`src/hw/md5_pkg.sv`:
```
////////////////////////////////////////
// MD5 shared definitions
// Word, step and block types, initial value,
// T, shift and index tables, round functions
////////////////////////////////////////

package md5_pkg;

	typedef logic [31:0]  word_t;
	typedef logic [5:0]   step_t;
	typedef logic [3:0]   rstep_t;
	typedef logic [4:0]   shift_t;
	typedef logic [3:0]   widx_t;
	typedef logic [511:0] block_t;
	typedef logic [127:0] digest_t;

	localparam int WORDS_PER_BLOCK = 16;
	localparam int STEPS_PER_ROUND = 16;
	localparam int NUM_ROUNDS      = 4;

	localparam word_t IV_A = 32'h67452301;
	localparam word_t IV_B = 32'hefcdab89;
	localparam word_t IV_C = 32'h98badcfe;
	localparam word_t IV_D = 32'h10325476;

	////////////////////////////////////////
	// Sine constants
	localparam word_t T_TABLE [0:63] = '{
		32'hd76aa478, 32'he8c7b756, 32'h242070db, 32'hc1bdceee,
		32'hf57c0faf, 32'h4787c62a, 32'ha8304613, 32'hfd469501,
		32'h698098d8, 32'h8b44f7af, 32'hffff5bb1, 32'h895cd7be,
		32'h6b901122, 32'hfd987193, 32'ha679438e, 32'h49b40821,
		32'hf61e2562, 32'hc040b340, 32'h265e5a51, 32'he9b6c7aa,
		32'hd62f105d, 32'h02441453, 32'hd8a1e681, 32'he7d3fbc8,
		32'h21e1cde6, 32'hc33707d6, 32'hf4d50d87, 32'h455a14ed,
		32'ha9e3e905, 32'hfcefa3f8, 32'h676f02d9, 32'h8d2a4c8a,
		32'hfffa3942, 32'h8771f681, 32'h6d9d6122, 32'hfde5380c,
		32'ha4beea44, 32'h4bdecfa9, 32'hf6bb4b60, 32'hbebfbc70,
		32'h289b7ec6, 32'heaa127fa, 32'hd4ef3085, 32'h04881d05,
		32'hd9d4d039, 32'he6db99e5, 32'h1fa27cf8, 32'hc4ac5665,
		32'hf4292244, 32'h432aff97, 32'hab9423a7, 32'hfc93a039,
		32'h655b59c3, 32'h8f0ccc92, 32'hffeff47d, 32'h85845dd1,
		32'h6fa87e4f, 32'hfe2ce6e0, 32'ha3014314, 32'h4e0811a1,
		32'hf7537e82, 32'hbd3af235, 32'h2ad7d2bb, 32'heb86d391
	};

	// Rotate amounts, four per round repeated
	localparam shift_t S_TABLE [0:63] = '{
		5'd7, 5'd12, 5'd17, 5'd22, 5'd7, 5'd12, 5'd17, 5'd22,
		5'd7, 5'd12, 5'd17, 5'd22, 5'd7, 5'd12, 5'd17, 5'd22,
		5'd5, 5'd9,  5'd14, 5'd20, 5'd5, 5'd9,  5'd14, 5'd20,
		5'd5, 5'd9,  5'd14, 5'd20, 5'd5, 5'd9,  5'd14, 5'd20,
		5'd4, 5'd11, 5'd16, 5'd23, 5'd4, 5'd11, 5'd16, 5'd23,
		5'd4, 5'd11, 5'd16, 5'd23, 5'd4, 5'd11, 5'd16, 5'd23,
		5'd6, 5'd10, 5'd15, 5'd21, 5'd6, 5'd10, 5'd15, 5'd21,
		5'd6, 5'd10, 5'd15, 5'd21, 5'd6, 5'd10, 5'd15, 5'd21
	};

	// Message word used by each step
	localparam widx_t K_TABLE [0:63] = '{
		4'd0,  4'd1,  4'd2,  4'd3,  4'd4,  4'd5,  4'd6,  4'd7,
		4'd8,  4'd9,  4'd10, 4'd11, 4'd12, 4'd13, 4'd14, 4'd15,
		4'd1,  4'd6,  4'd11, 4'd0,  4'd5,  4'd10, 4'd15, 4'd4,
		4'd9,  4'd14, 4'd3,  4'd8,  4'd13, 4'd2,  4'd7,  4'd12,
		4'd5,  4'd8,  4'd11, 4'd14, 4'd1,  4'd4,  4'd7,  4'd10,
		4'd13, 4'd0,  4'd3,  4'd6,  4'd9,  4'd12, 4'd15, 4'd2,
		4'd0,  4'd7,  4'd14, 4'd5,  4'd12, 4'd3,  4'd10, 4'd1,
		4'd8,  4'd15, 4'd6,  4'd13, 4'd4,  4'd11, 4'd2,  4'd9
	};

	// F, G, H and I selected by round number
	function automatic word_t md5_func(input logic [1:0] rnd, input word_t b,
			input word_t c, input word_t d);
		case (rnd)
			2'd0:    return (b & c) | (~b & d);
			2'd1:    return (b & d) | (c & ~d);
			2'd2:    return b ^ c ^ d;
			default: return c ^ (b | ~d);
		endcase
	endfunction

endpackage
```
`src/hw/md5_stage_if.sv`:
```
////////////////////////////////////////
// Stage link between MD5 pipeline blocks
////////////////////////////////////////

`timescale 1ns/1ps

interface md5_stage_if;

	// Valid for the single cycle in which go is high
	logic              go;
	md5_pkg::word_t    a;
	md5_pkg::word_t    b;
	md5_pkg::word_t    c;
	md5_pkg::word_t    d;
	md5_pkg::block_t   blk;

	modport src (output go, a, b, c, d, blk);
	modport dst (input go, a, b, c, d, blk);

endinterface

```
`src/hw/md5_block_loader.sv`:
```
////////////////////////////////////////
// Block loader
// Gathers sixteen words and launches round 0
////////////////////////////////////////

`timescale 1ns/1ps

module md5_block_loader (
	input  logic            clk,
	input  logic            rstb,
	input  logic            word_valid_i,
	input  md5_pkg::word_t  word_i,
	md5_stage_if.src        stage_o
);

	md5_pkg::widx_t  cnt;
	md5_pkg::block_t blk_q;
	logic            go_q;
	logic            last_word;

	assign last_word = word_valid_i &&
		(cnt == md5_pkg::widx_t'(md5_pkg::WORDS_PER_BLOCK - 1));

	always_ff @(posedge clk or negedge rstb) begin
		if (!rstb) begin
			cnt  <= '0;
			go_q <= 1'b0;
		end else begin
			go_q <= last_word;
			// Wraps to zero after the last word
			if (word_valid_i)
				cnt <= cnt + 1'b1;
		end
	end

	// New words enter at the top so word 0 ends up in the low bits
	always_ff @(posedge clk) begin
		if (word_valid_i)
			blk_q <= {word_i, blk_q[511:32]};
	end

	assign stage_o.go  = go_q;
	assign stage_o.blk = blk_q;
	assign stage_o.a   = md5_pkg::IV_A;
	assign stage_o.b   = md5_pkg::IV_B;
	assign stage_o.c   = md5_pkg::IV_C;
	assign stage_o.d   = md5_pkg::IV_D;

	a_go_after_wrap: assert property (@(posedge clk) disable iff (!rstb)
		stage_o.go |-> cnt == '0);

endmodule

```
`src/flat_wrapper.sv`:
```
// flat-port wrapper written by rule: the top's interface ports become plain ports
module md5_block_loader_flat 
  (clk, rstb, word_valid_i, word_i, stage_o_go, stage_o_a, stage_o_b, stage_o_c, stage_o_d, stage_o_blk);
  md5_stage_if stage_o_i ();
  input  logic clk;
  input  logic rstb;
  input  logic word_valid_i;
  input  md5_pkg::word_t word_i;
  output wire logic [$bits(stage_o_i.go)-1:0] stage_o_go;
  output wire logic [$bits(stage_o_i.a)-1:0] stage_o_a;
  output wire logic [$bits(stage_o_i.b)-1:0] stage_o_b;
  output wire logic [$bits(stage_o_i.c)-1:0] stage_o_c;
  output wire logic [$bits(stage_o_i.d)-1:0] stage_o_d;
  output wire logic [$bits(stage_o_i.blk)-1:0] stage_o_blk;
  assign stage_o_go = stage_o_i.go;
  assign stage_o_a = stage_o_i.a;
  assign stage_o_b = stage_o_i.b;
  assign stage_o_c = stage_o_i.c;
  assign stage_o_d = stage_o_i.d;
  assign stage_o_blk = stage_o_i.blk;
  md5_block_loader u_core (.clk(clk), .rstb(rstb), .word_valid_i(word_valid_i), .word_i(word_i), .stage_o(stage_o_i));
endmodule
```
`config.mk`:
```
export PLATFORM = sky130hd
export DESIGN_NAME = md5_block_loader_flat
export DESIGN_NICKNAME = d
export VERILOG_FILES = /design/src/hw/md5_pkg.sv /design/src/hw/md5_stage_if.sv /design/src/hw/md5_block_loader.sv /design/src/flat_wrapper.sv
export SDC_FILE = /design/constraint.sdc
export NUM_CORES = 1
export LEC_CHECK = 0
export BUFFER_PORTS_ARGS = -buffer_cell sky130_fd_sc_hd__buf_2
export CAP_MARGIN = 10
export CORE_AREA = 3 3 265 267
export CTS_CLUSTER_DIAMETER = 150
export DETAILED_ROUTE_END_ITERATION = 10
export DIE_AREA = 0 0 268 270
export SLEW_MARGIN = 20
export SYNTH_ARGS = -nofsm -noshare
export SYNTH_HDL_FRONTEND = slang
export SYNTH_SLANG_ARGS = --single-unit
```
`constraint.sdc`:
```
create_clock -name clk -period 1.5 [get_ports clk]
set_clock_uncertainty 0.05 [all_clocks]
set_input_delay 0.3 -clock clk [delete_from_list [all_inputs] [get_ports clk]]
set_output_delay 0.3 -clock clk [all_outputs]
set_load 0.03 [all_outputs]
```
=== After elaboration in Yosys (flattened, before gate mapping) ===
Cells that the tools add are included.

* Add/subtract/negate cells: 1
* Multiply operators: 0
* Div/mod/pow operators: 0
* $lt $le $gt $ge: 0
* Equality and inequality tests: 1
* Shift-type cells: 0
* Mux-type cells: 0
* Bitwise gates (word level): 0
* Reductions and logical operators: 1

{| class="wikitable"
|+ Operators by type and width
! operator !! count
|-
| 4-bit by 1-bit adder with 4-bit output, second input constant || 1
|-
| 4-bit equality test, second input constant || 1
|-
| 1-bit logical AND || 1
|}

* Register bits: 517
* Latch bits: 0
* RAM bits: 0
* Memory bits (read-only): 0
* Input port bits: 35
* Output and inout bits: 641
* Logic and storage cells: 6
* Memories kept: 0

=== Depth between registers and ports, before layout ===
Gate-level depths: netlist of the first run.

* Depth after elaboration: 2
* Depth in mapped cells: 3
* Gate-level depth less buffers: 3

=== Worst setup path before layout of the first run ===
Ideal clock, no wire load.

* Kind: register -> register
* Start point: reg u_core.cnt[0]
* End point: reg u_core.cnt[1]
* Setup time: 0.125 ns
* Arrival time: 0.908 ns
* Required time: 1.325 ns
* Slack: 0.417 ns
* Stages on the path, launching flop included: 3
* Buffers on the path: 0
* Clock period less this slack: 1.083 ns
* Cell sequence: dfrtp_1 > ha_1 > mux2_2

* Cells in the longest elaborated chain, start to end: 1

{| class="wikitable"
|+ Ends and longest elaborated chain
! what !! RTL line !! RTL
|-
| from (decl) || md5_block_loader.sv:16 || <nowiki>md5_pkg::widx_t cnt;</nowiki>
|-
| from (signal assigned) || md5_block_loader.sv:32 || <nowiki>cnt <= cnt + 1'b1;</nowiki>
|-
| 4-bit by 1-bit adder with 4-bit output || md5_block_loader.sv:32 ||
|}

Every way passes these cells.
A chain may end at the register's enable or synchronous reset.

=== Worst setup path in the final report of the first run ===
* Start point: reg u_core.blk_q[383], in the netlist u_core.stage_o.blk[383]
* End point: out stage_o_blk[383]

{| class="wikitable"
|+ RTL lines
! what !! RTL line !! RTL
|-
| from (decl) || md5_block_loader.sv:17 || <nowiki>md5_pkg::block_t blk_q;</nowiki>
|-
| from (signal assigned) || md5_block_loader.sv:39 || <nowiki>blk_q <= {word_i, blk_q[511:32]};</nowiki>
|-
| to (decl) || flat_wrapper.sv:14 || <nowiki>output wire logic [$bits(stage_o_i.blk)-1:0] stage_o_blk;</nowiki>
|}

No word-level cell between the ends.

==> results of run 1 <==
## layer usage
| layer | routed length, um | global-route usage | vias to the layer above |
|---|---|---|---|
| met5 | 0 | 0 | - |
| met3 | 3203 | 0.03134 | 88 |
| met1 | 17520 | 0.1371 | 4914 |
| li1 | - | - | 4245 |
| met4 | 1417 | 0.04076 | 0 |
| met2 | 25410 | 0.2171 | 398 |
## power by group through the flow
stage | Clock [mW] | Combinational, mW | Sequential [mW]
5_1_grt | 14.8 | 5.30 | 17.7
3_3_place_gp | 0 | 3.44 | 17.7
4_1_cts | 14.1 | 4.83 | 17.6
2_1_floorplan | 0 | 0.760 | 19.2
3_5_place_dp | 0 | 3.45 | 17.8
6_report | 13.9 | 5.11 | 17.7
## cell usage after synthesis
cell type  count  area [um^2]
mux2_2         1        11.26
xor2_1         1        8.760
edfxtp_1     512        15370
dfrtp_1        5        125.1
buf_4        128        960.9
nand2_1        2        7.510
ha_1           1        12.51
nand4_1        1        6.260
conb_1         2        7.510
nor2_1         1        3.750
xnor2_1        2        17.52
## layout by cell type (no fill, tap or decap), types with 4 or more instances in the layout
cell	instances
dlygate4sd3_1	34
buf_2	33
clkbuf_16	55
clkbuf_1	9
bufinv_16	9
buf_12	9
clkinvlp_4	4
conb_1	128
buf_4	333
buf_6	513
clkinv_1	11
clkinv_2	5
edfxtp_1	512
dfrtp_1	5
## final timing paths
path | startpoint | end | cells after the start
min in group asynchronous | rstb | u_core.stage_o.go$_DFF_PN0_ | 3
setup reg to reg | u_core.stage_o.blk[281]$_DFFE_PP_ | u_core.stage_o.blk[249]$_DFFE_PP_ | 3
max in group asynchronous | rstb | u_core.cnt[0]$_DFFE_PN0P_ | 3
setup / recovery | u_core.stage_o.blk[383]$_DFFE_PP_ | stage_o_blk[383] | 1
hold / removal | word_valid_i | u_core.cnt[0]$_DFFE_PN0P_ | 3
hold reg to reg | u_core.stage_o.blk[60]$_DFFE_PP_ | u_core.stage_o.blk[28]$_DFFE_PP_ | 0
## layout make-up
cell class	instances	share of cell area
clock inverters	35	0.01614
repair buffers	923	0.3207
clock buffers	64	0.05038
well taps	882	0.03943
flip-flops and latches	517	0.5538
multi-input cells	137	0.01958
## logic make-up after synthesis
kind of cell / after synthesis / share of synthesized area
XOR/XNOR: 3 / 0.001589
other: 2 / 0.0004542
flip-flops: 517 / 0.9373
multiplexers: 1 / 0.0006809
adder cells (fa/ha/maj): 1 / 0.0007565
AND/OR/NAND/NOR: 4 / 0.001060
buffers and inverters: 128 / 0.05811
## state kept, by name (all words and copies together) (netlist names)
register and flops:
u_core.cnt 4, u_core.stage_o.go 1, u_core.stage_o.blk 512
## what timing repair did
action                                 4_1_cts  5_1_grt
buffers inserted                           194      111
endpoints found under the hold margin       37        0
hold buffers                                34        0
gates resized for setup                   1026        0
setup endpoints to repair                  513      513
==> impl_results.md, run 1 <==
* Int Pwr at 27.41 mW
* Fin Hold WS at 145.3 ps
* Via Count at 9645
* Post-route DRC at 0
* CTS tree: yes
* FILL cells at 5771
* FF/Latch Area at 15500 um^2
* Cells after DPL at 2120
* Final min period at 1608 ps
* Full die area at 72360 um^2
* Drt first-iter violations at 494
* Post-route clock period utilization at 1.072
* NumNets Final at 1669
* DR vias/cell at 3.771
* Critical path type: flop to output port
* Net Sw Frac at 0.2523
* Layout cells sized above 1 at 0.5782
* Reg-to-reg slack, setup at 340 ps
* Setup TNS at -10850 ps
* Hold Vio Cnt, Final at 0
* Num CTS Buffers at 54
* DR WL/cell at 18.59 um
* Critical path cell sequence: buf_6
* Status: complete, but fails checks
* ANT cells at 0
* Synthesized area at 16540 um^2
* Hpwl dp at 30.50 mm
* Clk pwr share at 0.379
* Buffers and inverters on the worst path at 1
* Psw at 9.249 mW
* Slowest CP cell: edfxtp_1
* Crit Path Max Fanout at 2
* Setup violations, final at 405
* Sequential Power Share at 0.482
* Largest net degree at the start of global routing at 77
* Htree depth at 2
* Final Max Tran Viols at 0
* Leakage at 11.47 nW
* VDD IR max at 0.8791 mV
* Top Family by Delay on Critical Path: flip-flops
* CP Launch Type: flop
* Multi-input logic area at 548.0 um^2
* Core area at 68350 um^2
* Antenna violations before repair at 4
* Number of warnings issued by yosys at 0
* Register bit total from synthesis at 517
* WL final at 47.56 mm
* Grt total ovfl at 0
* Slowest Stage Delay on Critical Path at 480 ps
* Cell variety after synth at 11
* Failing checks: setup timing
* Total power at 36.66 mW
* Ports at 676
* Max Cap Viol at 0
* Initial Util at 0.2419
* Row cnt at 96
* Critical Path AT at 1260 ps
* Area growth, synth to finish at 69.27%
* First-pass DRT Iterations at 4
* Layout Utilization at 0.4095
* RePlAce Congestion at 0.8077
* Clock sink count at 517
* Logic pwr share at 0.139
* Finished Layout Cells at 2558
* Routed Antenna Nets at 0
* Seq/Total Area, Yosys at 0.9373
* Die height at 270 um
* PD cells at 1310 nW/um^2
* Vias in the first global route at 9632
* Pre-CTS WS at 218.2 ps
* Hold/Removal Path Class: primary input to flop
* Crit path capture type: output port
* Critical Path RT at 1150 ps
* Clock buffer depth at 3
* PnR worst setup slack at -108.2 ps
* CTS Root Cell: clkbuf_16
* Die Wd at 268 um
* First-pass GRT wire length at 65.11 mm
* Peak Freq at 621.8 MHz
* Placed standard-cell area at 20290 um^2
* Post-route cell area at 27990 um^2
* Tot GR Track Use at 0.1202
* Syn avg cell area at 25.21 um^2
* Port bufs at 547
* Worst-Skew Late Latency at 590 ps
* Clock transition at path regs at 60 ps
* RSZ-0062 raised after global routing: yes
* Syn Inst Count at 656
Note: power is estimated with default switching activity, not from simulation.
==> run 2: changes to the inputs <==
- PLACE_DENSITY_LB_ADDON: unset -> 0.05
==> run 2 against run 1 <==
The flow still finishes with violations (setup timing). Final area is 2.6% lower. Utilization is 1.1 points lower. Fmax hardly changed. Setup slack worse by 0.75 ps. Critical path depth stayed put. Global-route usage is 0.90 points higher. Clock power is 4% lower. Highest routed layer unchanged. Power is 2.1% lower.
==> impl_results.md, run 2 (synthesis results as in run 1) <==
* Status: complete, but fails checks
* Failing checks: setup timing
* First-pass GRT wire length at 67.54 mm
* NumNets Final at 1574
* Top Family by Delay on Critical Path: flip-flops
* Slowest Stage Delay on Critical Path at 490 ps
* Placed standard-cell area at 20340 um^2
* Antenna violations before repair at 0
* Critical path cell sequence: buf_6
* Critical Path AT at 1260 ps
* CTS tree: yes
* Layout Utilization at 0.3989
* Core area at 68350 um^2
* Setup violations, final at 210
* Worst-Skew Late Latency at 580 ps
* RePlAce Congestion at 0.7487
* Post-route cell area at 27260 um^2
* Cells after DPL at 2113
* Drt first-iter violations at 434
* Total power at 35.90 mW
* Critical path type: flop to output port
* VDD IR max at 0.7963 mV
* Vias in the first global route at 9260
* ANT cells at 0
* Setup TNS at -4334 ps
* Grt total ovfl at 0
* FILL cells at 6254
* CTS Root Cell: clkbuf_16
* Num CTS Buffers at 57
* WL final at 47.98 mm
* Critical Path RT at 1150 ps
* Max Cap Viol at 0
* Crit path capture type: output port
* Final min period at 1609 ps
* Initial Util at 0.2419
* DR vias/cell at 3.625
* Port bufs at 547
* Via Count at 8931
* Buffers and inverters on the worst path at 1
* Max reg flops at 512
* Full die area at 72360 um^2
* Post-route clock period utilization at 1.073
* Leakage at 11.01 nW
* Reg-to-reg slack, setup at 390 ps
* Most frequent cells in the layout: 513 x buf_6, 512 x edfxtp_1, 226 x buf_4, 128 x conb_1, 57 x clkbuf_16
* Slowest CP cell: edfxtp_1
* Clock buffer depth at 3
* Hold/Removal Path Class: primary input to flop
* Routed Antenna Nets at 0
* Crit Path Max Fanout at 2
* Multi-input logic area at 548.0 um^2
* Row cnt at 96
* Hpwl dp at 35.89 mm
* DR WL/cell at 19.47 um
* Hold Vio Cnt, Final at 0
* Die height at 270 um
* Die Wd at 268 um
* Layout cells sized above 1 at 0.5499
* FF/Latch Area at 15500 um^2
* Htree depth at 2
* Largest net degree at the start of global routing at 47
* Post-route DRC at 0
* First-pass DRT Iterations at 4
* Ports at 676
* RSZ-0062 raised after global routing: yes
* Tot GR Track Use at 0.1292
* Area growth, synth to finish at 64.88%
* Commonest non-fill, non-tap cell in the layout: buf_6
* Clock transition at path regs at 60 ps
* Finished Layout Cells at 2464
* CP Launch Type: flop
* PnR worst setup slack at -108.9 ps
* Peak Freq at 621.5 MHz
* Clock sink count at 517
* Final Max Tran Viols at 0
* PD cells at 1317 nW/um^2
run 2: changes by cell type in the layout (fill, tap and decap cells not counted), sizes merged:
cell	before	now
dlygate4sd3	34	35
clkinv	19	24
clkbuf	64	71
inv	3	1
bufinv	9	5
clkinvlp	4	2
buf	889	790
run 2: path summary, 6_finish.rpt:
kind	from	end	depth (start not counted)
setup reg to reg	u_core.cnt[0]$_DFFE_PN0P_	u_core.cnt[1]$_DFFE_PN0P_	2
hold / removal	word_i[22]	u_core.stage_o.blk[502]$_DFFE_PP_	2
max in group asynchronous	rstb	u_core.cnt[3]$_DFFE_PN0P_	3
setup / recovery	u_core.stage_o.blk[236]$_DFFE_PP_	stage_o_blk[236]	1
min in group asynchronous	rstb	u_core.stage_o.go$_DFF_PN0_	3
hold reg to reg	u_core.stage_o.blk[435]$_DFFE_PP_	u_core.stage_o.blk[403]$_DFFE_PP_	0
run 2: timing repair:
| action | CTS | global route |
|---|---|---|
| setup buffers | 144 | 69 |
| setup endpoints to repair | 513 | 513 |
| cloned | 0 | 0 |
| hold buffers | 35 | 0 |
| hold endpoints to repair | 39 | 0 |
| gates resized for setup | 1025 | 1 |
run 2: layout make-up:
| class | instances | area share |
|---|---|---|
| Multi-Input combinational cell | 137 | 0.02010 |
| Timing Repair Buffer | 825 | 0.3061 |
| Tap cell | 882 | 0.04048 |
| Clock buffer | 71 | 0.05425 |
| Clock inverter | 32 | 0.01060 |
| Sequential cell | 517 | 0.5685 |
run 2: where the power goes:
part,switching (mW),internal [mW]
registers,0.651,17.0
clock network,5.55,7.81
logic,2.94,2.01
run 2: routing by layer:
metal / share of wire / vias up / track usage / routed length [um]
li1: - / 4068 / - / -
met1: 0.35 / 4467 / 0.1368 / 16680
met2: 0.56 / 317 / 0.2422 / 26720
met3: 0.064 / 79 / 0.03544 / 3085
met4: 0.031 / 0 / 0.04750 / 1504
met5: 0 / - / 0 / 0
run 2: per-stage QoR:
| stage | hold WS, ps | worst slack (ps) |
|---|---|---|
| 2_1_floorplan | -45.59 | 417.4 |
| 3_3_place_gp | 78.59 | 147.5 |
| 3_5_place_dp | 81.52 | 138.1 |
| 4_1_cts | 310.5 | -199.0 |
| 5_1_grt | 333.5 | -187.6 |
| 6_report | 376.3 | -108.9 |
