$ cat src/hw/md5_pkg.sv
////////////////////////////////////////
// MD5 shared definitions
// Word, step and block types, initial value,
// T, shift and index tables, round functions
////////////////////////////////////////

package md5_pkg;

	typedef logic [31:0]  word_t;
	typedef logic [5:0]   step_t;
	typedef logic [3:0]   rstep_t;
	typedef logic [4:0]   shift_t;
	typedef logic [3:0]   widx_t;
	typedef logic [511:0] block_t;
	typedef logic [127:0] digest_t;

	localparam int WORDS_PER_BLOCK = 16;
	localparam int STEPS_PER_ROUND = 16;
	localparam int NUM_ROUNDS      = 4;

	localparam word_t IV_A = 32'h67452301;
	localparam word_t IV_B = 32'hefcdab89;
	localparam word_t IV_C = 32'h98badcfe;
	localparam word_t IV_D = 32'h10325476;

	////////////////////////////////////////
	// Sine constants
	localparam word_t T_TABLE [0:63] = '{
		32'hd76aa478, 32'he8c7b756, 32'h242070db, 32'hc1bdceee,
		32'hf57c0faf, 32'h4787c62a, 32'ha8304613, 32'hfd469501,
		32'h698098d8, 32'h8b44f7af, 32'hffff5bb1, 32'h895cd7be,
		32'h6b901122, 32'hfd987193, 32'ha679438e, 32'h49b40821,
		32'hf61e2562, 32'hc040b340, 32'h265e5a51, 32'he9b6c7aa,
		32'hd62f105d, 32'h02441453, 32'hd8a1e681, 32'he7d3fbc8,
		32'h21e1cde6, 32'hc33707d6, 32'hf4d50d87, 32'h455a14ed,
		32'ha9e3e905, 32'hfcefa3f8, 32'h676f02d9, 32'h8d2a4c8a,
		32'hfffa3942, 32'h8771f681, 32'h6d9d6122, 32'hfde5380c,
		32'ha4beea44, 32'h4bdecfa9, 32'hf6bb4b60, 32'hbebfbc70,
		32'h289b7ec6, 32'heaa127fa, 32'hd4ef3085, 32'h04881d05,
		32'hd9d4d039, 32'he6db99e5, 32'h1fa27cf8, 32'hc4ac5665,
		32'hf4292244, 32'h432aff97, 32'hab9423a7, 32'hfc93a039,
		32'h655b59c3, 32'h8f0ccc92, 32'hffeff47d, 32'h85845dd1,
		32'h6fa87e4f, 32'hfe2ce6e0, 32'ha3014314, 32'h4e0811a1,
		32'hf7537e82, 32'hbd3af235, 32'h2ad7d2bb, 32'heb86d391
	};

	// Rotate amounts, four per round repeated
	localparam shift_t S_TABLE [0:63] = '{
		5'd7, 5'd12, 5'd17, 5'd22, 5'd7, 5'd12, 5'd17, 5'd22,
		5'd7, 5'd12, 5'd17, 5'd22, 5'd7, 5'd12, 5'd17, 5'd22,
		5'd5, 5'd9,  5'd14, 5'd20, 5'd5, 5'd9,  5'd14, 5'd20,
		5'd5, 5'd9,  5'd14, 5'd20, 5'd5, 5'd9,  5'd14, 5'd20,
		5'd4, 5'd11, 5'd16, 5'd23, 5'd4, 5'd11, 5'd16, 5'd23,
		5'd4, 5'd11, 5'd16, 5'd23, 5'd4, 5'd11, 5'd16, 5'd23,
		5'd6, 5'd10, 5'd15, 5'd21, 5'd6, 5'd10, 5'd15, 5'd21,
		5'd6, 5'd10, 5'd15, 5'd21, 5'd6, 5'd10, 5'd15, 5'd21
	};

	// Message word used by each step
	localparam widx_t K_TABLE [0:63] = '{
		4'd0,  4'd1,  4'd2,  4'd3,  4'd4,  4'd5,  4'd6,  4'd7,
		4'd8,  4'd9,  4'd10, 4'd11, 4'd12, 4'd13, 4'd14, 4'd15,
		4'd1,  4'd6,  4'd11, 4'd0,  4'd5,  4'd10, 4'd15, 4'd4,
		4'd9,  4'd14, 4'd3,  4'd8,  4'd13, 4'd2,  4'd7,  4'd12,
		4'd5,  4'd8,  4'd11, 4'd14, 4'd1,  4'd4,  4'd7,  4'd10,
		4'd13, 4'd0,  4'd3,  4'd6,  4'd9,  4'd12, 4'd15, 4'd2,
		4'd0,  4'd7,  4'd14, 4'd5,  4'd12, 4'd3,  4'd10, 4'd1,
		4'd8,  4'd15, 4'd6,  4'd13, 4'd4,  4'd11, 4'd2,  4'd9
	};

	// F, G, H and I selected by round number
	function automatic word_t md5_func(input logic [1:0] rnd, input word_t b,
			input word_t c, input word_t d);
		case (rnd)
			2'd0:    return (b & c) | (~b & d);
			2'd1:    return (b & d) | (c & ~d);
			2'd2:    return b ^ c ^ d;
			default: return c ^ (b | ~d);
		endcase
	endfunction

endpackage
$ cat src/hw/md5_stage_if.sv
////////////////////////////////////////
// Stage link between MD5 pipeline blocks
////////////////////////////////////////

`timescale 1ns/1ps

interface md5_stage_if;

	// Valid for the single cycle in which go is high
	logic              go;
	md5_pkg::word_t    a;
	md5_pkg::word_t    b;
	md5_pkg::word_t    c;
	md5_pkg::word_t    d;
	md5_pkg::block_t   blk;

	modport src (output go, a, b, c, d, blk);
	modport dst (input go, a, b, c, d, blk);

endinterface

$ cat src/hw/md5_digest_adder.sv
////////////////////////////////////////
// Digest adder
// Final state plus initial value, registered
////////////////////////////////////////

`timescale 1ns/1ps

module md5_digest_adder (
	input  logic              clk,
	input  logic              rstb,
	md5_stage_if.dst          stage_i,
	output logic              digest_valid_o,
	output md5_pkg::digest_t  digest_o
);

	logic             valid_q;
	md5_pkg::digest_t digest_q;

	always_ff @(posedge clk or negedge rstb) begin
		if (!rstb)
			valid_q <= 1'b0;
		else
			valid_q <= stage_i.go;
	end

	// A in the top word, held until the next block
	always_ff @(posedge clk) begin
		if (stage_i.go)
			digest_q <= {stage_i.a + md5_pkg::IV_A, stage_i.b + md5_pkg::IV_B,
				stage_i.c + md5_pkg::IV_C, stage_i.d + md5_pkg::IV_D};
	end

	assign digest_valid_o = valid_q;
	assign digest_o       = digest_q;

endmodule

$ cat src/flat_wrapper.sv
// flat-port wrapper written by rule: the top's interface ports become plain ports
module md5_digest_adder_flat 
  (clk, rstb, digest_valid_o, digest_o, stage_i_go, stage_i_a, stage_i_b, stage_i_c, stage_i_d, stage_i_blk);
  md5_stage_if stage_i_i ();
  input  logic clk;
  input  logic rstb;
  output logic digest_valid_o;
  output md5_pkg::digest_t digest_o;
  input wire logic [$bits(stage_i_i.go)-1:0] stage_i_go;
  input wire logic [$bits(stage_i_i.a)-1:0] stage_i_a;
  input wire logic [$bits(stage_i_i.b)-1:0] stage_i_b;
  input wire logic [$bits(stage_i_i.c)-1:0] stage_i_c;
  input wire logic [$bits(stage_i_i.d)-1:0] stage_i_d;
  input wire logic [$bits(stage_i_i.blk)-1:0] stage_i_blk;
  assign stage_i_i.go = stage_i_go;
  assign stage_i_i.a = stage_i_a;
  assign stage_i_i.b = stage_i_b;
  assign stage_i_i.c = stage_i_c;
  assign stage_i_i.d = stage_i_d;
  assign stage_i_i.blk = stage_i_blk;
  md5_digest_adder u_core (.clk(clk), .rstb(rstb), .stage_i(stage_i_i), .digest_valid_o(digest_valid_o), .digest_o(digest_o));
endmodule
$ cat config.mk
export PLATFORM = sky130hd
export DESIGN_NAME = md5_digest_adder_flat
export DESIGN_NICKNAME = d
export VERILOG_FILES = /design/src/hw/md5_pkg.sv /design/src/hw/md5_stage_if.sv /design/src/hw/md5_digest_adder.sv /design/src/flat_wrapper.sv
export SDC_FILE = /design/constraint.sdc
export NUM_CORES = 1
export LEC_CHECK = 0
export ABC_AREA = 1
export ABC_CLOCK_PERIOD_IN_PS = 800
export BUFFER_PORTS_ARGS = -buffer_cell sky130_fd_sc_hd__buf_4
export CAP_MARGIN = 20
export CELL_PAD_IN_SITES_DETAIL_PLACEMENT = 0
export CELL_PAD_IN_SITES_GLOBAL_PLACEMENT = 2
export CORE_AREA = 2 2 296 298
export DETAILED_ROUTE_END_ITERATION = 8
export DIE_AREA = 0 0 298 300
export PLACE_DENSITY = 0.54
export SYNTH_ARGS = -nofsm -noshare
export SYNTH_HDL_FRONTEND = slang
export SYNTH_SLANG_ARGS = --single-unit
$ cat constraint.sdc
create_clock -name clk -period 0.8 [get_ports clk]
set_clock_uncertainty 0.2 [all_clocks]
set_input_delay 0.2 -clock clk [delete_from_list [all_inputs] [get_ports clk]]
set_output_delay 0.2 -clock clk [all_outputs]
set_load 0.02 [all_outputs]
### Yosys cells after proc, flatten, opt, wreduce, memory -nomap -nowiden

Cells that the tools add are included.

* add/subtract/negate cells: 4

Operator list (number)
* adder 32 bit (second input constant): 2
* adder 32 x 29 -> 32 bit (second input constant): 1
* adder 32 x 31 -> 32 bit (second input constant): 1

* output and inout port bits: 129
* input bits: 643
* flip-flop bits (word level): 129

### Logic depth before layout (Yosys ltp)

Gate-level depths: netlist of run 1.

* depth in word-level cells: 1
* gate-level depth with buffers: 11
* mapped depth without buffers: 11

### Worst setup path before layout of run 1

No wires, ideal clock.

* path type: in2reg
* start point: input port stage_i_b[0]
* end point: register u_core.digest_q[82], in the netlist u_core.digest_o[82] (data pin)
* buffers on the path: 0
* library setup time: 0.258 ns
* data arrival time: 1.047 ns
* stages on the path: 8
* data required time: 0.342 ns
* path slack: -0.705 ns
* cells stage by stage: ha_1 > nand2_1 > nand2_1 > nand3_1 > nand2_1 > nand2_1 > nand3_1 > xor2_1

* word-level cells in the longest chain between the ends: 1

RTL lines
* start: declaration: RTL line flat_wrapper.sv:11 `input wire logic [$bits(stage_i_i.b)-1:0] stage_i_b;`
* adder 32 bit: RTL line md5_digest_adder.sv:29 `digest_q <= {stage_i.a + md5_pkg::IV_A, stage_i.b + md5_pkg::IV_B,`
* end signal: assignment: RTL line md5_digest_adder.sv:29
* end: declaration: RTL line md5_digest_adder.sv:17 `md5_pkg::digest_t digest_q;`

Every way passes these cells.
A chain may end at the register's enable or synchronous reset.

### Worst setup path after layout of run 1

* start point: register u_core.digest_q[0], in the netlist u_core.digest_o[0]
* end point: output port digest_o[0]

RTL lines
* end: declaration: RTL line flat_wrapper.sv:8 `output md5_pkg::digest_t digest_o;`

No word-level cell between the ends.

==> impl_metrics.env, run 1 <==
export IMPL_die_area_sq_mm=0.0894
export IMPL_seq_power_share_pct=34.1
export IMPL_powerDensity_mw_per_mm2=1240
export IMPL_clock_sinks=129
export IMPL_ios=772
export IMPL_finalHoldViolCount=89
export IMPL_synth_xor_area_share_pct=6.37
export IMPL_worst_slack_ns=-0.858
export IMPL_synth_simple_area_share_pct=37.7
export IMPL_synth_edf_count=128
export IMPL_drc=0
export IMPL_power_leakage_nw=8.92
export IMPL_die_x_um=298
export IMPL_whs_ns=-0.209
export IMPL_critPathArrivalTime_ns=1.26
export IMPL_swShare_pct=35.0
export IMPL_areaGrowthSynthToFinish_pct=127
export IMPL_root_buffer="clkbuf_16"
export IMPL_fp_dieH_um=300
export IMPL_synth_area_leaders="edfxtp_1, nand2_1, inv_1, nor2_1, nand3_1"
export IMPL_vdd_drop_max_mv=1.61
export IMPL_synthesis_nets=1933
export IMPL_maxSlewViolCount=0
export IMPL_finalSetupTns_ns=-111.13
export IMPL_async_reset_ff_share_pct=0.775
export IMPL_clkPwrFrac_pct=30.1
export IMPL_cell_internal_pwr_mw=16.6
export IMPL_routed_wl_um=48300
export IMPL_clockBufferDepth=2
export IMPL_ys_warn_count=0
export IMPL_pre_cts_slack_ns=-1.04
export IMPL_cts_buffers_inserted=17
export IMPL_ys_top_cells_by_count="nand2_1, inv_1, nor2_1"
export IMPL_drv_cap=0
export IMPL_endpoint_kind="output pin"
export IMPL_grt_pass1_vias=11100
export IMPL_ant_nets=0
export IMPL_cp_max_fo=1
export IMPL_fin_area_sq_mm=0.0206
export IMPL_period_share_pct=207
export IMPL_crit_family="flip-flops"
export IMPL_vias=10700
export IMPL_core_sq_mm=0.0862
export IMPL_initialDrtViolationCount=371
export IMPL_cpPeakStageDelay_ns=0.55
export IMPL_worst_slew_pin_slew_ns=0.355
export IMPL_synth_top_family_by_area="simple AND/OR/NAND/NOR gates"
export IMPL_htree_levels=4
export IMPL_overflow=0
export IMPL_dr_pass1_iters=5
export IMPL_crit_start="u_core.digest_o[0]$_DFFE_PP_"
export IMPL_netlist_cell_type_count=33
export IMPL_rsz0062_at_grt="true"
export IMPL_worstSetupPathType="flip-flop to output pin"
export IMPL_clk_pin_slew_ns=0.07
export IMPL_antenna_found_initial=3
export IMPL_netlist_top_cell_by_area="edfxtp_1"
export IMPL_ff_latch_area_sq_mm=0.00387
export IMPL_synth_compound_area_share_pct=4.34
export IMPL_num_fill_cells=9557
export IMPL_placed_area_sq_mm=0.0156
export IMPL_setup_worst_path_end="digest_o[0]"
export IMPL_rows=108
export IMPL_slew_headroom_pct=76.4
export IMPL_yosysSeqAreaShare_pct=42.6
export IMPL_syn_area_sq_mm=0.00907
export IMPL_synth_avg_cell_area_sq_um=7.06
export IMPL_start_util_pct=10.5
export IMPL_postCtsHoldBufs=4
export IMPL_tritoncts="done"
export IMPL_synth_top_area_share_pct=42.4
export IMPL_path_cells="buf_6"
export IMPL_cp_num_buf_inv=1
export IMPL_fmax_ghz=0.603
export IMPL_routed_via_density=3.49
export IMPL_nNetsFinal=2557
export IMPL_required_ns=0.40
export IMPL_critical_path_slowest_cell="edfxtp_1"
export IMPL_multi_input_area_sq_mm=0.00792
export IMPL_gp_congestion=0.844
export IMPL_yosys_area_share_adder_pct=0.552
export IMPL_grt_max_degree=21
export IMPL_synthCells=1286
export IMPL_grt_pass1_wl_um=70700
export IMPL_ys_ff_latch=129
export IMPL_grt_usage_pct=10.7
export IMPL_comb_power_share_pct=35.8
export IMPL_synth_ff_type="edfxtp_1"
export IMPL_hold_class="input pin to flip-flop"
export IMPL_setup_violations=239
export IMPL_violations="negative hold slack, negative setup slack"
export IMPL_status="complete, but fails checks"
export IMPL_synth_most_common_cell="nand2_1"
export IMPL_switchingPower_mw=8.90
export IMPL_post_drt_wl_per_cell_um=15.7
export IMPL_final_min_clock_period_ns=1.66
export IMPL_crit_cells=1
export IMPL_layout_drive_gt1_share_pct=67.3
export IMPL_dp_hpwl_um=40500
export IMPL_synthMuxAreaShare_pct=0
export IMPL_io_buffers=259
export IMPL_startpoint_type="flip-flop"
[cell type report]
class | instances | share of cell area [%]
Multi-Input combinational cell | 958 | 38.4
Timing Repair Buffer | 612 | 28.8
Sequential cell | 129 | 18.8
Tap cell | 1155 | 7.02
Inverter | 192 | 4.32
Clock buffer | 18 | 2.08
Clock inverter | 14 | 0.516
Antenna cell | 1 | 0.0121
[cells in the final DEF (no fill, tap or decap), types with 8 or more instances in the layout]
cell type / n
a21oi_2: 14
a21oi_4: 12
buf_12: 24
buf_4: 334
buf_6: 228
buf_8: 23
clkbuf_16: 17
clkinvlp_4: 13
edfxtp_1: 128
inv_1: 95
inv_2: 57
inv_4: 23
inv_6: 10
nand2_1: 237
nand2_2: 130
nand2_4: 104
nand2_8: 9
nand3_1: 39
nand3_2: 53
nand3_4: 21
nand3b_1: 11
nand4_1: 18
nor2_1: 44
nor2_2: 38
nor2_4: 92
nor3_2: 8
nor3_4: 8
o21ai_1: 8
xor2_1: 26
xor2_2: 20
xor2_4: 12
[layer usage]
layer / vias to the layer above / wire (um) / track usage, %
met4: 0 / 937 / 3.33
met1: 5146 / 22200 / 13.9
met3: 39 / 1800 / 2.18
met5: - / 0 / 0
met2: 197 / 23300 / 17.9
li1: 5357 / - / -
[power groups by stage]
stage                     clock network [mW]  logic [mW]  registers, mW
after detailed placement                   0        6.94           8.71
after floorplan                            0        1.95           9.46
after global routing                    8.20        9.70           8.75
final                                   7.67        9.11           8.68
after CTS                               8.08        8.63           8.71
after global placement                     0        6.96           8.73
[metrics by stage]
step	power, mW	util, %	std cells
2_1_floorplan	11.4	-	1286
3_3_place_gp	15.7	18.0	2979
3_5_place_dp	15.7	18.0	2979
4_1_cts	25.4	22.4	3053
5_1_grt	26.7	23.9	3079
6_report	25.5	23.9	3079
[logic make-up (layout without fill, tap and decap cells)]
logic type      Yosys count  after routing
compound gates           70             70
fa+ha+maj                 4              4
xor+xnor                 66             66
buf+inv                 199            836
other cells               0              1
flops                   129            129
simple gates            818            818
[worst min-delay path by stage]
stage | start | endpoint | slack [ns] | depth (start not counted)
2_1_floorplan | rstb | u_core.digest_valid_o$_DFF_PN0_ | -0.30 | 0
3_3_place_gp | rstb | u_core.digest_valid_o$_DFF_PN0_ | -0.22 | 1
3_5_place_dp | rstb | u_core.digest_valid_o$_DFF_PN0_ | -0.22 | 1
4_1_cts | stage_i_a[0] | u_core.digest_o[97]$_DFFE_PP_ | -0.28 | 2
5_1_grt | stage_i_a[0] | u_core.digest_o[97]$_DFFE_PP_ | -0.24 | 2
6_report | stage_i_a[0] | u_core.digest_o[97]$_DFFE_PP_ | -0.21 | 2
[timing repair]
| action | CTS | global route |
|---|---|---|
| pin swaps | 275 | 242 |
| buffers inserted | 47 | 40 |
| resized for setup | 730 | 278 |
| endpoints found under the hold margin | 115 | 100 |
| setup endpoints to repair | 241 | 245 |
| gates cloned | 0 | 0 |
[flip-flops by register name, indices dropped and copies added (netlist names)]
| register | flops |
|---|---|
| u_core.digest_valid_o | 1 |
| u_core.digest_o | 128 |
(Power assumes the default switching activity.)
==> run 2: changes to the inputs <==
--- a/constraint.sdc
+++ b/constraint.sdc
@@ -4,2 +4,2 @@
 set_output_delay 0.2 -clock clk [all_outputs]
-set_load 0.02 [all_outputs]
+set_load 0.005 [all_outputs]
==> impl_metrics.env, run 2 (synthesized netlist as in run 1, its figures left out) <==
export IMPL_routed_via_density=3.49
export IMPL_nNetsFinal=2558
export IMPL_critPathArrivalTime_ns=1.20
export IMPL_fp_dieH_um=300
export IMPL_vias=10700
export IMPL_violations="negative hold slack, negative setup slack"
export IMPL_whs_ns=-0.209
export IMPL_overflow=0
export IMPL_clk_pin_slew_ns=0.07
export IMPL_final_common_cell="buf_4"
export IMPL_drv_cap=0
export IMPL_dr_pass1_iters=5
export IMPL_worst_slew_pin_slew_ns=0.291
export IMPL_cpPeakStageDelay_ns=0.52
export IMPL_min_to="u_core.digest_o[97]$_DFFE_PP_"
export IMPL_setup_violations=239
export IMPL_die_x_um=298
export IMPL_final_min_clock_period_ns=1.60
export IMPL_grt_pass1_vias=11100
export IMPL_maxSlewViolCount=0
export IMPL_die_area_sq_mm=0.0894
export IMPL_ant_nets=0
export IMPL_largest_reg_flops=128
export IMPL_power_leakage_nw=8.86
export IMPL_required_ns=0.40
export IMPL_clockBufferDepth=2
export IMPL_p_total_mw=24.4
export IMPL_worstSetupPathType="flip-flop to output pin"
export IMPL_tritoncts="done"
export IMPL_vdd_drop_max_mv=1.60
export IMPL_htree_levels=4
export IMPL_core_sq_mm=0.0862
export IMPL_io_buffers=259
export IMPL_final_util_pct=23.7
export IMPL_initialDrtViolationCount=410
export IMPL_cts_buffers_inserted=17
export IMPL_hold_path_depth=2
export IMPL_finalHoldViolCount=87
export IMPL_postCtsHoldBufs=4
export IMPL_critical_path_slowest_cell="edfxtp_1"
export IMPL_areaGrowthSynthToFinish_pct=125
export IMPL_clock_sinks=129
export IMPL_path_cells="buf_6"
export IMPL_rsz0062_at_grt="true"
export IMPL_routed_wl_um=48300
export IMPL_drc=0
export IMPL_hold_class="input pin to flip-flop"
export IMPL_start_util_pct=10.5
export IMPL_slew_headroom_pct=80.6
export IMPL_grt_pass1_wl_um=70600
export IMPL_powerDensity_mw_per_mm2=1200
export IMPL_root_buffer="clkbuf_16"
export IMPL_cp_max_fo=1
export IMPL_gp_congestion=0.844
export IMPL_cp_num_buf_inv=1
export IMPL_status="complete, but fails checks"
export IMPL_endpoint_kind="output pin"
export IMPL_rows=108
export IMPL_antenna_found_initial=3
export IMPL_grt_max_degree=21
export IMPL_ios=772
export IMPL_dp_hpwl_um=40500
export IMPL_startpoint_type="flip-flop"
export IMPL_crit_family="flip-flops"
export IMPL_min_from="stage_i_a[0]"
export IMPL_grt_usage_pct=10.7
export IMPL_post_drt_wl_per_cell_um=15.7
export IMPL_placed_area_sq_mm=0.0156
export IMPL_fin_area_sq_mm=0.0204
export IMPL_fmax_ghz=0.626
export IMPL_instances_no_fill=3080
export IMPL_period_share_pct=200
export IMPL_layout_drive_gt1_share_pct=67.9
export IMPL_worst_slack_ns=-0.798
export IMPL_layout_common_cells="buf_4, nand2_1, buf_6"
export IMPL_dpl_cell_count=2979
-- run 2: worst max path at each step --
stage / start / endpoint / slack, ns / depth (start not counted)
5_1_grt: u_core.digest_o[32]$_DFFE_PP_ / digest_o[32] / -0.88 / 1
6_report: u_core.digest_o[32]$_DFFE_PP_ / digest_o[32] / -0.80 / 1
3_5_place_dp: stage_i_c[25] / u_core.digest_o[63]$_DFFE_PP_ / -1.04 / 9
4_1_cts: u_core.digest_o[0]$_DFFE_PP_ / digest_o[0] / -0.90 / 1
2_1_floorplan: stage_i_a[0] / u_core.digest_o[126]$_DFFE_PP_ / -0.64 / 10
3_3_place_gp: stage_i_c[25] / u_core.digest_o[63]$_DFFE_PP_ / -1.10 / 9
-- run 2: power breakdown --
part           switching (mW)  leakage [nW]  internal (mW)  total (mW)
Sequential              0.346          1.26           8.27        8.62
Clock                    3.67         0.244           3.97        7.64
Combinational            4.08          7.35           4.08        8.16
Total                    8.09          8.86           16.3        24.4
-- run 2: layer usage --
metal  vias to the layer above  track usage, %  share of wire [%]
li1                       5360               -                  -
met1                      5146            13.9                 46
met2                       195            17.7                 48
met3                        40            2.31                4.0
met4                         0            3.57                1.9
met5                         -               0                  0
-- run 2: cell type report --
class | count | area [sq um]
Antenna cell | 1 | 2.50
Clock buffer | 18 | 429
Clock inverter | 14 | 106
Fill cell | 9577 | 65800
Inverter | 192 | 886
Multi-Input combinational cell | 958 | 7960
Sequential cell | 129 | 3870
Tap cell | 1155 | 1450
Timing Repair Buffer | 613 | 5710
-- run 2: through the flow --
| stage | setup slack, ns | TNS [ns] |
|---|---|---|
| floorplan | -0.639 | -51.21 |
| global placement | -1.10 | -158.85 |
| detailed placement | -1.04 | -158.09 |
| CTS | -0.901 | -110.72 |
| global route | -0.881 | -117.95 |
| finish | -0.798 | -108.69 |
-- run 2: repair_timing --
item                                   4_1_cts  5_1_grt
setup endpoints to repair                  241      245
pin swaps                                  275      236
endpoints found under the hold margin      115      100
setup buffers                               47       39
resized for setup                          648      304
==> run 3: changes to the inputs <==
ABC_CLOCK_PERIOD_IN_PS = 1750   (was 800)
PLACE_DENSITY = 0.52   (was 0.54)
REMOVE_ABC_BUFFERS = 1   (was not set)
clock period = 1.75 ns   (was 0.8 ns; I/O delays follow)
==> impl_metrics.env, run 3 (synthesized netlist as in run 1, its figures left out) <==
export IMPL_status="complete, but fails checks"
export IMPL_violations="negative setup slack"
export IMPL_clockBufferDepth=2
export IMPL_rows=108
export IMPL_cpPeakStageDelay_ns=0.52
export IMPL_finalHoldViolCount=0
export IMPL_gp_congestion=0.821
export IMPL_fmax_ghz=0.546
export IMPL_post_drt_wl_per_cell_um=15.7
export IMPL_final_min_clock_period_ns=1.83
export IMPL_hold_path_depth=3
export IMPL_fp_dieH_um=300
export IMPL_path_cells="buf_6"
export IMPL_overflow=0
export IMPL_required_ns=1.11
export IMPL_root_buffer="clkbuf_16"
export IMPL_startpoint_type="flip-flop"
export IMPL_htree_levels=4
export IMPL_endpoint_kind="output pin"
export IMPL_period_share_pct=105
export IMPL_met1Wirelength_um=22100
export IMPL_setup_violations=4
export IMPL_start_util_pct=10.5
export IMPL_worstSetupPathType="flip-flop to output pin"
export IMPL_nNetsFinal=2525
export IMPL_wl_met2_um=21600
export IMPL_vdd_drop_max_mv=0.766
export IMPL_critPathArrivalTime_ns=1.19
export IMPL_placed_area_sq_mm=0.0149
export IMPL_finalSetupTns_ns=-0.269
export IMPL_whs_ns=0.0602
export IMPL_dp_hpwl_um=42300
export IMPL_tritoncts="done"
export IMPL_grt_pass1_wl_um=68200
export IMPL_grt_usage_pct=10.7
export IMPL_rsz0062_at_grt="true"
export IMPL_io_buffers=259
export IMPL_vias=10200
export IMPL_ant_nets=0
export IMPL_clk_pin_slew_ns=0.07
export IMPL_worst_slack_ns=-0.0817
export IMPL_layout_common_cells="buf_4, nand2_1, inv_1"
export IMPL_slew_headroom_pct=72.5
export IMPL_post_cts_repair_setup_buffers=0
export IMPL_route_top_layer_used="met5"
export IMPL_dr_pass1_iters=5
export IMPL_power_leakage_nw=7.54
export IMPL_areaGrowthSynthToFinish_pct=72.4
export IMPL_maxSlewViolCount=0
export IMPL_powerDensity_mw_per_mm2=667
export IMPL_initialDrtViolationCount=463
export IMPL_ios=772
export IMPL_crit_family="flip-flops"
export IMPL_antenna_found_initial=26
export IMPL_clock_sinks=129
export IMPL_drc=0
export IMPL_num_fill_cells=9955
export IMPL_pre_cts_slack_ns=-0.443
export IMPL_final_common_cell="buf_4"
export IMPL_wl_met3_um=2730
export IMPL_worst_slew_pin_slew_ns=0.410
export IMPL_routed_via_density=3.35
export IMPL_fin_area_sq_mm=0.0156
export IMPL_critical_path_slowest_cell="edfxtp_1"
export IMPL_die_area_sq_mm=0.0894
export IMPL_layout_drive_gt1_share_pct=34.4
export IMPL_die_x_um=298
export IMPL_grt_max_degree=28
export IMPL_final_util_pct=18.1
export IMPL_cts_buffers_inserted=17
export IMPL_routed_wl_um=47800
export IMPL_largest_reg_flops=128
export IMPL_crit_cells=1
export IMPL_cp_num_buf_inv=1
export IMPL_core_sq_mm=0.0862
export IMPL_drv_cap=0
export IMPL_grt_pass1_vias=10400
export IMPL_hold_class="input pin to flip-flop"
export IMPL_cp_max_fo=1
==> run 3: cell count changes in the layout (fill, tap and decap cells not counted), moves of 103 or more <==
cell and delta:
buf_6 -153, nand2_4 -103, nand2_1 +238, nor2_1 +123, nand2_2 -126, buf_4 +155
==> run 3: cell type report <==
type	instances	area [sq um]	area share (%)
Antenna cell	3	7.51	0.0480
Clock buffer	22	474	3.03
Clock inverter	10	135	0.864
Inverter	192	721	4.61
Multi-Input combinational cell	958	4450	28.4
Sequential cell	129	3870	24.7
Tap cell	1155	1450	9.24
Timing Repair Buffer	580	4540	29.0
==> run 3: worst min-delay path: cells and delay by family <==
kind	cells	cell delay [ns]
buffers and inverters	1	0.09
and+or+nand+nor	2	0.11
==> run 3: per-stage QoR <==
step | std cells | power (mW)
final | 3049 | 10.4
after global routing | 3047 | 11.0
after CTS | 3046 | 10.7
after detailed placement | 3010 | 6.62
after global placement | 3010 | 6.62
after floorplan | 1279 | 4.67
==> run 3: where the power goes <==
part	internal (mW)	total (mW)	leakage (nW)	switching, mW
Clock	2.34	3.93	0.300	1.58
Sequential	3.78	3.90	1.26	0.124
Combinational	1.31	2.60	5.98	1.29
Total	7.43	10.4	7.54	3.00
==> run 3: final timing paths <==
kind / endpoint / from / slack [ns]
worst max-delay path: digest_o[0] / u_core.digest_o[0]$_DFFE_PP_ / -0.08
worst min-delay path: u_core.digest_o[126]$_DFFE_PP_ / stage_i_a[30] / 0.06
max in group asynchronous: u_core.digest_valid_o$_DFF_PN0_ / rstb / 1.20
min in group asynchronous: u_core.digest_valid_o$_DFF_PN0_ / rstb / 0.07
==> run 3: metal layers <==
| layer | vias to the layer above | global-route usage [%] |
|---|---|---|
| li1 | 5278 | - |
| met1 | 4627 | 13.6 |
| met2 | 235 | 17.1 |
| met3 | 65 | 3.22 |
| met4 | 18 | 4.01 |
| met5 | - | 0 |
==> run 3: timing repair <==
action | 4_1_cts | 5_1_grt
gates resized for setup | 10 | 4
endpoints found under the hold margin | 4 | 0
endpoints found under the setup margin | 13 | 11
hold buffers | 4 | 0
